## src/source/mipsPkg.sv

```systemverilog
`default_nettype none

package mipsPkg;

	typedef logic [31:0] wordT;
	typedef logic [4:0]  regIndexT;
	typedef logic [4:0]  shamtT;
	typedef logic [5:0]  opcodeT;
	typedef logic [5:0]  functT;
	typedef logic [15:0] immT;

	typedef enum logic [3:0] {
		aluAnd  = 4'd0,
		aluOr   = 4'd1,
		aluNor  = 4'd2,
		aluXor  = 4'd3,
		aluSlt  = 4'd4,
		aluSltu = 4'd5,
		aluAdd  = 4'd6,
		aluSub  = 4'd7,
		aluSll  = 4'd8,
		aluSrl  = 4'd9,
		aluSra  = 4'd10,
		aluClo  = 4'd11,
		aluClz  = 4'd12
	} aluOpT;

	localparam opcodeT opSpecial  = 6'h00;
	localparam opcodeT opSpecial2 = 6'h1C;
	localparam opcodeT opAddi     = 6'h08;
	localparam opcodeT opAddiu    = 6'h09;
	localparam opcodeT opSlti     = 6'h0A;
	localparam opcodeT opSltiu    = 6'h0B;
	localparam opcodeT opAndi     = 6'h0C;
	localparam opcodeT opOri      = 6'h0D;
	localparam opcodeT opXori     = 6'h0E;
	localparam opcodeT opLui      = 6'h0F;

	localparam functT fnSll  = 6'h00;
	localparam functT fnSrl  = 6'h02;
	localparam functT fnSra  = 6'h03;
	localparam functT fnSllv = 6'h04;
	localparam functT fnSrlv = 6'h06;
	localparam functT fnSrav = 6'h07;
	localparam functT fnAdd  = 6'h20;
	localparam functT fnAddu = 6'h21;
	localparam functT fnSub  = 6'h22;
	localparam functT fnSubu = 6'h23;
	localparam functT fnAnd  = 6'h24;
	localparam functT fnOr   = 6'h25;
	localparam functT fnXor  = 6'h26;
	localparam functT fnNor  = 6'h27;
	localparam functT fnSlt  = 6'h2A;
	localparam functT fnSltu = 6'h2B;
	localparam functT fnClz  = 6'h20; // SPECIAL2 space
	localparam functT fnClo  = 6'h21;

	typedef struct packed {
		opcodeT   opcode;
		functT    funct;
		shamtT    shamt;
		wordT     rsValue;
		wordT     rtValue;
		immT      immediate;
		regIndexT destReg;
	} executeRequestT;

	typedef struct packed {
		aluOpT aluOperation;
		logic  useImmediate;
		logic  zeroExtend;
		logic  shiftByShamt;
		logic  loadUpper;
		logic  trapOnOverflow;
		logic  legal;
	} aluDecodeT;

	typedef struct packed {
		wordT     result;
		regIndexT destReg;
		logic     regWrite;
		logic     overflowTrap;
		logic     illegal;
	} executeResultT;

endpackage

`default_nettype wire

```

## src/source/AluControl.sv

```systemverilog
`default_nettype none

module AluControl (
	input  mipsPkg::opcodeT    opcode,
	input  mipsPkg::functT     funct,
	output mipsPkg::aluDecodeT decode
);

	always_comb begin
		decode = '{aluOperation: mipsPkg::aluAnd, default: 1'b0};
		decode.legal = 1'b1;
		case (opcode)
			mipsPkg::opSpecial: begin
				case (funct)
					mipsPkg::fnAnd:  decode.aluOperation = mipsPkg::aluAnd;
					mipsPkg::fnOr:   decode.aluOperation = mipsPkg::aluOr;
					mipsPkg::fnNor:  decode.aluOperation = mipsPkg::aluNor;
					mipsPkg::fnXor:  decode.aluOperation = mipsPkg::aluXor;
					mipsPkg::fnSlt:  decode.aluOperation = mipsPkg::aluSlt;
					mipsPkg::fnSltu: decode.aluOperation = mipsPkg::aluSltu;
					mipsPkg::fnAddu: decode.aluOperation = mipsPkg::aluAdd;
					mipsPkg::fnSubu: decode.aluOperation = mipsPkg::aluSub;
					mipsPkg::fnSllv: decode.aluOperation = mipsPkg::aluSll;
					mipsPkg::fnSrlv: decode.aluOperation = mipsPkg::aluSrl;
					mipsPkg::fnSrav: decode.aluOperation = mipsPkg::aluSra;
					mipsPkg::fnAdd: begin
						decode.aluOperation   = mipsPkg::aluAdd;
						decode.trapOnOverflow = 1'b1;
					end
					mipsPkg::fnSub: begin
						decode.aluOperation   = mipsPkg::aluSub;
						decode.trapOnOverflow = 1'b1;
					end
					mipsPkg::fnSll: begin
						decode.aluOperation = mipsPkg::aluSll;
						decode.shiftByShamt = 1'b1; // amount from shamt field
					end
					mipsPkg::fnSrl: begin
						decode.aluOperation = mipsPkg::aluSrl;
						decode.shiftByShamt = 1'b1;
					end
					mipsPkg::fnSra: begin
						decode.aluOperation = mipsPkg::aluSra;
						decode.shiftByShamt = 1'b1;
					end
					default: decode.legal = 1'b0;
				endcase
			end
			mipsPkg::opSpecial2: begin
				case (funct)
					mipsPkg::fnClz: decode.aluOperation = mipsPkg::aluClz;
					mipsPkg::fnClo: decode.aluOperation = mipsPkg::aluClo;
					default:        decode.legal = 1'b0;
				endcase
			end
			mipsPkg::opAddi: begin
				decode.aluOperation   = mipsPkg::aluAdd;
				decode.useImmediate   = 1'b1;
				decode.trapOnOverflow = 1'b1;
			end
			mipsPkg::opAddiu: begin
				decode.aluOperation = mipsPkg::aluAdd;
				decode.useImmediate = 1'b1;
			end
			mipsPkg::opSlti: begin
				decode.aluOperation = mipsPkg::aluSlt;
				decode.useImmediate = 1'b1;
			end
			mipsPkg::opSltiu: begin
				decode.aluOperation = mipsPkg::aluSltu; // imm still sign extended
				decode.useImmediate = 1'b1;
			end
			mipsPkg::opAndi, mipsPkg::opOri, mipsPkg::opXori: begin
				decode.aluOperation = (opcode == mipsPkg::opAndi) ? mipsPkg::aluAnd :
					(opcode == mipsPkg::opOri) ? mipsPkg::aluOr : mipsPkg::aluXor;
				decode.useImmediate = 1'b1;
				decode.zeroExtend   = 1'b1;
			end
			mipsPkg::opLui: begin
				decode.aluOperation = mipsPkg::aluSll; // imm << 16
				decode.useImmediate = 1'b1;
				decode.zeroExtend   = 1'b1;
				decode.loadUpper    = 1'b1;
			end
			default: decode.legal = 1'b0;
		endcase
	end

endmodule

`default_nettype wire

```

## src/source/OperandSelect.sv

```systemverilog
`default_nettype none

module OperandSelect (
	input  mipsPkg::executeRequestT request,
	input  mipsPkg::aluDecodeT      decode,
	output mipsPkg::wordT           aluInputA,
	output mipsPkg::wordT           aluInputB
);

	mipsPkg::wordT immExtended;

	assign immExtended = decode.zeroExtend ?
		{16'b0, request.immediate} :
		{{16{request.immediate[15]}}, request.immediate};

	always_comb begin
		if (decode.loadUpper) begin
			aluInputA = 32'd16; // fixed shift for lui
			aluInputB = immExtended;
		end else if (decode.shiftByShamt) begin
			aluInputA = {27'b0, request.shamt};
			aluInputB = request.rtValue;
		end else if (decode.useImmediate) begin
			aluInputA = request.rsValue;
			aluInputB = immExtended;
		end else begin
			// register forms, variable shifts included
			aluInputA = request.rsValue;
			aluInputB = request.rtValue;
		end
	end

endmodule

`default_nettype wire

```

## src/source/LeadingCount.sv

```systemverilog
`default_nettype none

module LeadingCount (
	input  mipsPkg::wordT value,
	input  logic          countOnes,
	output logic [5:0]    count
);

	mipsPkg::wordT scanValue;

	assign scanValue = countOnes ? ~value : value;

	// priority scan, msb first
	always_comb begin
		logic found;
		found = 1'b0;
		count = 6'd32; // nothing set
		for (int i = 31; i >= 0; i--) begin
			if (!found && scanValue[i]) begin
				found = 1'b1;
				count = 6'(31 - i);
			end
		end
	end

endmodule

`default_nettype wire

```

## src/source/ArithmeticLogicalUnit.sv

```systemverilog
`default_nettype none

module ArithmeticLogicalUnit (
	input  mipsPkg::wordT  aluInputA,
	input  mipsPkg::wordT  aluInputB,
	input  mipsPkg::aluOpT aluOperation,
	output mipsPkg::wordT  aluOutput,
	output logic           aluOverFlow
);

	logic [5:0] leadingCount;
	logic [4:0] shiftAmount;

	assign shiftAmount = aluInputA[4:0];

	LeadingCount leadingCounter (
		.value     (aluInputA),
		.countOnes (aluOperation == mipsPkg::aluClo),
		.count     (leadingCount)
	);

	always_comb begin
		case (aluOperation)
			mipsPkg::aluAnd:  aluOutput = aluInputA & aluInputB;
			mipsPkg::aluOr:   aluOutput = aluInputA | aluInputB;
			mipsPkg::aluNor:  aluOutput = ~(aluInputA | aluInputB);
			mipsPkg::aluXor:  aluOutput = aluInputA ^ aluInputB;
			mipsPkg::aluSlt:  aluOutput = {31'b0, $signed(aluInputA) < $signed(aluInputB)};
			mipsPkg::aluSltu: aluOutput = {31'b0, aluInputA < aluInputB};
			mipsPkg::aluAdd:  aluOutput = aluInputA + aluInputB;
			mipsPkg::aluSub:  aluOutput = aluInputA - aluInputB;
			mipsPkg::aluSll:  aluOutput = aluInputB << shiftAmount;
			mipsPkg::aluSrl:  aluOutput = aluInputB >> shiftAmount;
			mipsPkg::aluSra:  aluOutput = $signed(aluInputB) >>> shiftAmount;
			mipsPkg::aluClo, mipsPkg::aluClz: aluOutput = {26'b0, leadingCount};
			default:          aluOutput = '0;
		endcase
	end

	// signed overflow, from operand and result signs
	always_comb begin
		case (aluOperation)
			mipsPkg::aluAdd: aluOverFlow = (aluInputA[31] == aluInputB[31]) &&
				(aluOutput[31] != aluInputA[31]);
			mipsPkg::aluSub: aluOverFlow = (aluInputA[31] != aluInputB[31]) &&
				(aluOutput[31] != aluInputA[31]);
			default:         aluOverFlow = 1'b0;
		endcase
	end

endmodule

`default_nettype wire

```

## src/source/ResultStage.sv

```systemverilog
`default_nettype none

module ResultStage (
	input  logic                   clk,
	input  logic                   rst,
	input  logic                   issueValid,
	input  mipsPkg::aluDecodeT     decode,
	input  mipsPkg::regIndexT      destReg,
	input  mipsPkg::wordT          aluOutput,
	input  logic                   aluOverFlow,
	output logic                   resultValid,
	output mipsPkg::executeResultT execResult
);

	logic trapTaken;

	assign trapTaken = decode.trapOnOverflow && aluOverFlow;

	// valid and flags
	always_ff @(posedge clk) begin
		if (rst) begin
			resultValid             <= 1'b0;
			execResult.regWrite     <= 1'b0;
			execResult.overflowTrap <= 1'b0;
			execResult.illegal      <= 1'b0;
		end else begin
			resultValid <= issueValid; // one-cycle pulse per issue
			if (issueValid) begin
				execResult.regWrite     <= decode.legal && !trapTaken;
				execResult.overflowTrap <= decode.legal && trapTaken;
				execResult.illegal      <= !decode.legal;
			end
		end
	end

	// payload holds between issues
	always_ff @(posedge clk) begin
		if (issueValid) begin
			execResult.result  <= decode.legal ? aluOutput : '0;
			execResult.destReg <= destReg;
		end
	end

endmodule

`default_nettype wire

```

## src/source/ExecuteUnit.sv

```systemverilog
`default_nettype none

module ExecuteUnit (
	input  logic                    clk,
	input  logic                    rst,
	input  logic                    issueValid,
	input  mipsPkg::executeRequestT request,
	output logic                    resultValid,
	output mipsPkg::executeResultT  execResult
);

	mipsPkg::aluDecodeT decode;
	mipsPkg::wordT      aluInputA;
	mipsPkg::wordT      aluInputB;
	mipsPkg::wordT      aluOutput;
	logic               aluOverFlow;

	AluControl aluControl (
		.opcode (request.opcode),
		.funct  (request.funct),
		.decode (decode)
	);

	OperandSelect operandSelect (
		.request   (request),
		.decode    (decode),
		.aluInputA (aluInputA),
		.aluInputB (aluInputB)
	);

	ArithmeticLogicalUnit alu (
		.aluInputA    (aluInputA),
		.aluInputB    (aluInputB),
		.aluOperation (decode.aluOperation),
		.aluOutput    (aluOutput),
		.aluOverFlow  (aluOverFlow)
	);

	// only registered stage, one cycle latency
	ResultStage resultStage (
		.clk         (clk),
		.rst         (rst),
		.issueValid  (issueValid),
		.decode      (decode),
		.destReg     (request.destReg),
		.aluOutput   (aluOutput),
		.aluOverFlow (aluOverFlow),
		.resultValid (resultValid),
		.execResult  (execResult)
	);

endmodule

`default_nettype wire

```

## config.mk

```make
export PLATFORM = sky130hd
export DESIGN_NAME = ExecuteUnit
export DESIGN_NICKNAME = d
export VERILOG_FILES = /design/src/source/mipsPkg.sv /design/src/source/AluControl.sv /design/src/source/OperandSelect.sv /design/src/source/LeadingCount.sv /design/src/source/ArithmeticLogicalUnit.sv /design/src/source/ResultStage.sv /design/src/source/ExecuteUnit.sv
export SDC_FILE = /design/constraint.sdc
export NUM_CORES = 1
export LEC_CHECK = 0
export ABC_AREA = 1
export BUFFER_PORTS_ARGS = -buffer_cell sky130_fd_sc_hd__buf_4
export CAP_MARGIN = 30
export CORE_ASPECT_RATIO = 1.4
export CORE_MARGIN = 2
export CORE_UTILIZATION = 55
export CTS_BUF_LIST = sky130_fd_sc_hd__clkbuf_8
export DETAILED_ROUTE_END_ITERATION = 8
export GPL_TIMING_DRIVEN = 0
export PLACE_DENSITY = 0.83
export SYNTH_ARGS = -nofsm -noshare
export SYNTH_HDL_FRONTEND = slang
export SYNTH_SLANG_ARGS = --single-unit
```

## constraint.sdc

```tcl
create_clock -name clk -period 14.9 [get_ports clk]
set_input_delay 1.49 -clock clk [delete_from_list [all_inputs] [get_ports clk]]
set_output_delay 1.49 -clock clk [all_outputs]
set_load 0.02 [all_outputs]
```

==> impl_metrics.py <==
metrics = {
    "power": {
        "ir_drop_uv": 31.9,
        "power.total_mw": 0.697,
        "leakagePower_nw": 6.37,
        "power.density_mw_per_mm2": 53.6,
    },
    "synthesis": {
        "synth_seq_area_share_pct": 10.4,
        "synth-compound-area-share_pct": 28.9,
        "synth_async_sr_flop_share_pct": 0,
        "synth_fa_ha_area_share_pct": 11.0,
        "yosys_register_bits": 41,
        "synth-xor-area-share_pct": 2.91,
        "synth_mux_area_share_pct": 0.350,
        "ys.flop_type": "edfxtp_1",
        "syn_nets": 2199,
        "syn_area_per_cell_um2": 5.73,
        "synth-edff-count": 37,
        "synthSimpleGateAreaFrac_pct": 34.1,
        "syn_inst": 1995,
        "synthDistinctLibCells": 65,
        "syn_area_mm2": 0.0114,
        "ys_warn_count": 0,
        "synth_top_family_by_area": "simple AND/OR/NAND/NOR gates",
    },
    "placement": {
        "post_dp_cell_area_mm2": 0.0128,
        "place_inst": 2396,
        "place_congestion": 1.20,
        "place_hpwl_um": 47900,
        "io_buffers": 144,
    },
    "sta": {
        "fin_crit_ns": 9.18,
        "rsz0062_at_grt": "no",
        "tightest_slew_ns": 1.28,
        "tns_ns": 0,
        "skew_ns": 0,
        "slew_violations": 0,
        "fin_crit_sh_pct": 61.6,
        "slew_headroom_pct": 14.2,
        "final-setup-viol-count": 0,
        "hold_viol_final": 0,
        "max_freq_mhz": 109,
    },
    "critical_path": {
        "rr_endpoint": "resultStage.execResult[0]$_SDFFE_PP0P_",
        "critPathMaxStageDelay_ns": 0.61,
        "crit_arrival_ns": 9.30,
        "crit_required_ns": 15.02,
        "r2r-start": "resultStage.execResult[0]$_SDFFE_PP0P_",
        "endpoint_kind": "flop",
        "rrSetupSlack_ns": 14.27,
        "cp_common_cell": "nand2_1",
        "cp-start-kind": "primary input",
        "crit_fanout": 11,
        "slowest_stage": "clkbuf_1",
        "reg2regPathDepth": 2,
        "critPathKind": "in2reg",
    },
    "outcome": {
        "status": "finished with violations",
        "violations": "design-rule violations",
    },
    "finish": {
        "diodes": 0,
        "fin_util_pct": 63.4,
        "stdcell_count": 2407,
        "final_cell_mix": "nand2_1 (436), inv_1 (250), o21ai_0 (223)",
        "fin_area_mm2": 0.0130,
        "area_growth_pct": 13.6,
        "drive_gt1_share_pct": 11.3,
        "final_nets": 2354,
        "final_common_cell": "nand2_1",
    },
    "floorplanning": {
        "pin_count": 146,
        "die_h_um": 175,
        "die_area_mm2": 0.0220,
        "start_util_pct": 55.8,
        "core_area_mm2": 0.0205,
        "core.rowCount": 62,
        "die_x_um": 126,
    },
    "drt": {
        "wl_met3_um": 6470,
        "drtPass1Iterations": 9,
        "drt_iter0_markers": 2766,
        "drc": 6,
        "wl_met1_um": 19000,
        "routed.top_layer": "met4",
        "dr_wl_met2_um": 26100,
        "ant_nets": 0,
        "wire_per_inst_um": 24.4,
        "vias": 16100,
        "drt-vias-per-instance": 6.69,
        "wirelength_um": 58700,
    },
    "global_route": {
        "grt-ovfl-total": 0,
        "track_usage_pct": 50.7,
        "first_global_vias": 14900,
        "grt_pass1_wl_um": 85300,
        "antenna_found_initial": 0,
        "grt_max_degree": 40,
    },
    "clock_tree": {
        "htreeDepth": 2,
        "post_cts_resized": 0,
        "clock_sinks": 41,
        "cts-root-buf": "clkbuf_8",
        "clk_latency_ns": 0.32,
        "clk_pin_slew_ns": 0.08,
        "post_cts_buffers": 0,
        "cts_hold_buf": 0,
        "cts_buffer_depth": 2,
        "tritoncts": "yes",
        "cts_made_buffers": 5,
    },
    "hold_path": {
        "min_to": "resultStage.execResult[1]$_SDFFE_PP0P_",
        "hold_depth": 2,
        "hp-start": "resultStage.execResult[1]$_SDFFE_PP0P_",
        "hold_class": "reg2reg",
    },
    "run": {
        "maxCapViolations": 0,
    },
}
## kinds of logic (layout without fill, tap and decap cells)
logic type / after synthesis / in the layout
AO/OA/AOI/OAI: 561 / 561
XOR/XNOR: 38 / 38
flip-flops: 41 / 41
multiplexers: 4 / 4
adder cells (fa/ha/maj): 99 / 99
AND/OR/NAND/NOR: 883 / 883
buffers and inverters: 369 / 525
## synth_stat cells (6+ instances only)
library cell	number	area, µm²
nand2_1	436	1640
inv_1	250	938
o21ai_0	223	1120
nor2_1	178	668
nand3_1	153	766
a21oi_1	146	731
ha_1	97	1210
clkbuf_1	78	293
edfxtp_1	37	1110
xor2_1	35	307
or2_2	28	175
nor3_1	25	125
a31oi_1	23	144
o211ai_1	21	158
a221oi_1	19	166
nand4_1	19	119
o22ai_1	18	113
buf_1	16	60.1
o21ai_1	15	75.1
o221ai_1	12	105
nor2_2	11	68.8
a211oi_1	9	67.6
a22oi_1	9	67.6
a41oi_1	9	78.8
buf_2	9	45.0
inv_2	8	30.0
o2111ai_1	8	70.1
o31ai_1	8	60.1
a2111oi_0	7	61.3
nor2_4	7	78.8
nor4_1	7	43.8
o21bai_1	7	52.6
o32ai_1	6	52.6
## per-stage QoR
stage	hold WS [ns]	worst slack, ns
after floorplan	0.534	8.40
after global placement	0.451	5.99
after detailed placement	0.468	5.89
after CTS	0.481	6.22
after global routing	0.503	5.52
final	0.487	5.72
## worst max path at each step
stage / startpoint / end / slack, ns / cells after the start
after floorplan: request[90] / resultStage.execResult[8]$_SDFFCE_PN0P_ / 8.40 / 39
after global placement: request[96] / resultStage.execResult[8]$_SDFFCE_PN0P_ / 5.99 / 37
after detailed placement: request[96] / resultStage.execResult[8]$_SDFFCE_PN0P_ / 5.89 / 37
after CTS: request[96] / resultStage.execResult[8]$_SDFFCE_PN0P_ / 6.22 / 37
after global routing: request[96] / resultStage.execResult[34]$_SDFFCE_PN0P_ / 5.52 / 33
final: request[96] / resultStage.execResult[34]$_SDFFCE_PN0P_ / 5.72 / 33
## registers in the layout (all words and copies together) (netlist names)
name                     count
resultStage.execResult      40
resultStage.resultValid      1
## layout make-up
type / count / area, µm²
clock buffers: 5 / 68.8
multi-input cells: 1585 / 8830
flip-flops and latches: 41 / 1190
plain buffers: 106 / 428
fillers: 1984 / 7490
clock inverters: 3 / 41.3
inverters: 263 / 988
repair buffers: 148 / 1120
well taps: 256 / 320
## power breakdown
part / internal, mW / switching [mW] / leakage, nW
sequential: 0.133 / 0.00222 / 0.386
combinational: 0.139 / 0.325 / 5.93
clock: 0.0494 / 0.0482 / 0.0518
total: 0.321 / 0.376 / 6.37
## critical path: cells and delay by family
kind,cells,cell delay (ns)
compound gates,11,2.62
simple gates,12,1.82
buf+inv,9,3.00
fa+ha+maj,1,0.36
## routing by layer
metal  up-vias  GRT usage [%]
met4         0           48.6
li1       7103              -
met5         -              0
met3       477           11.3
met2      1323           82.4
met1      7193           53.6
(Power assumes the default switching activity.)
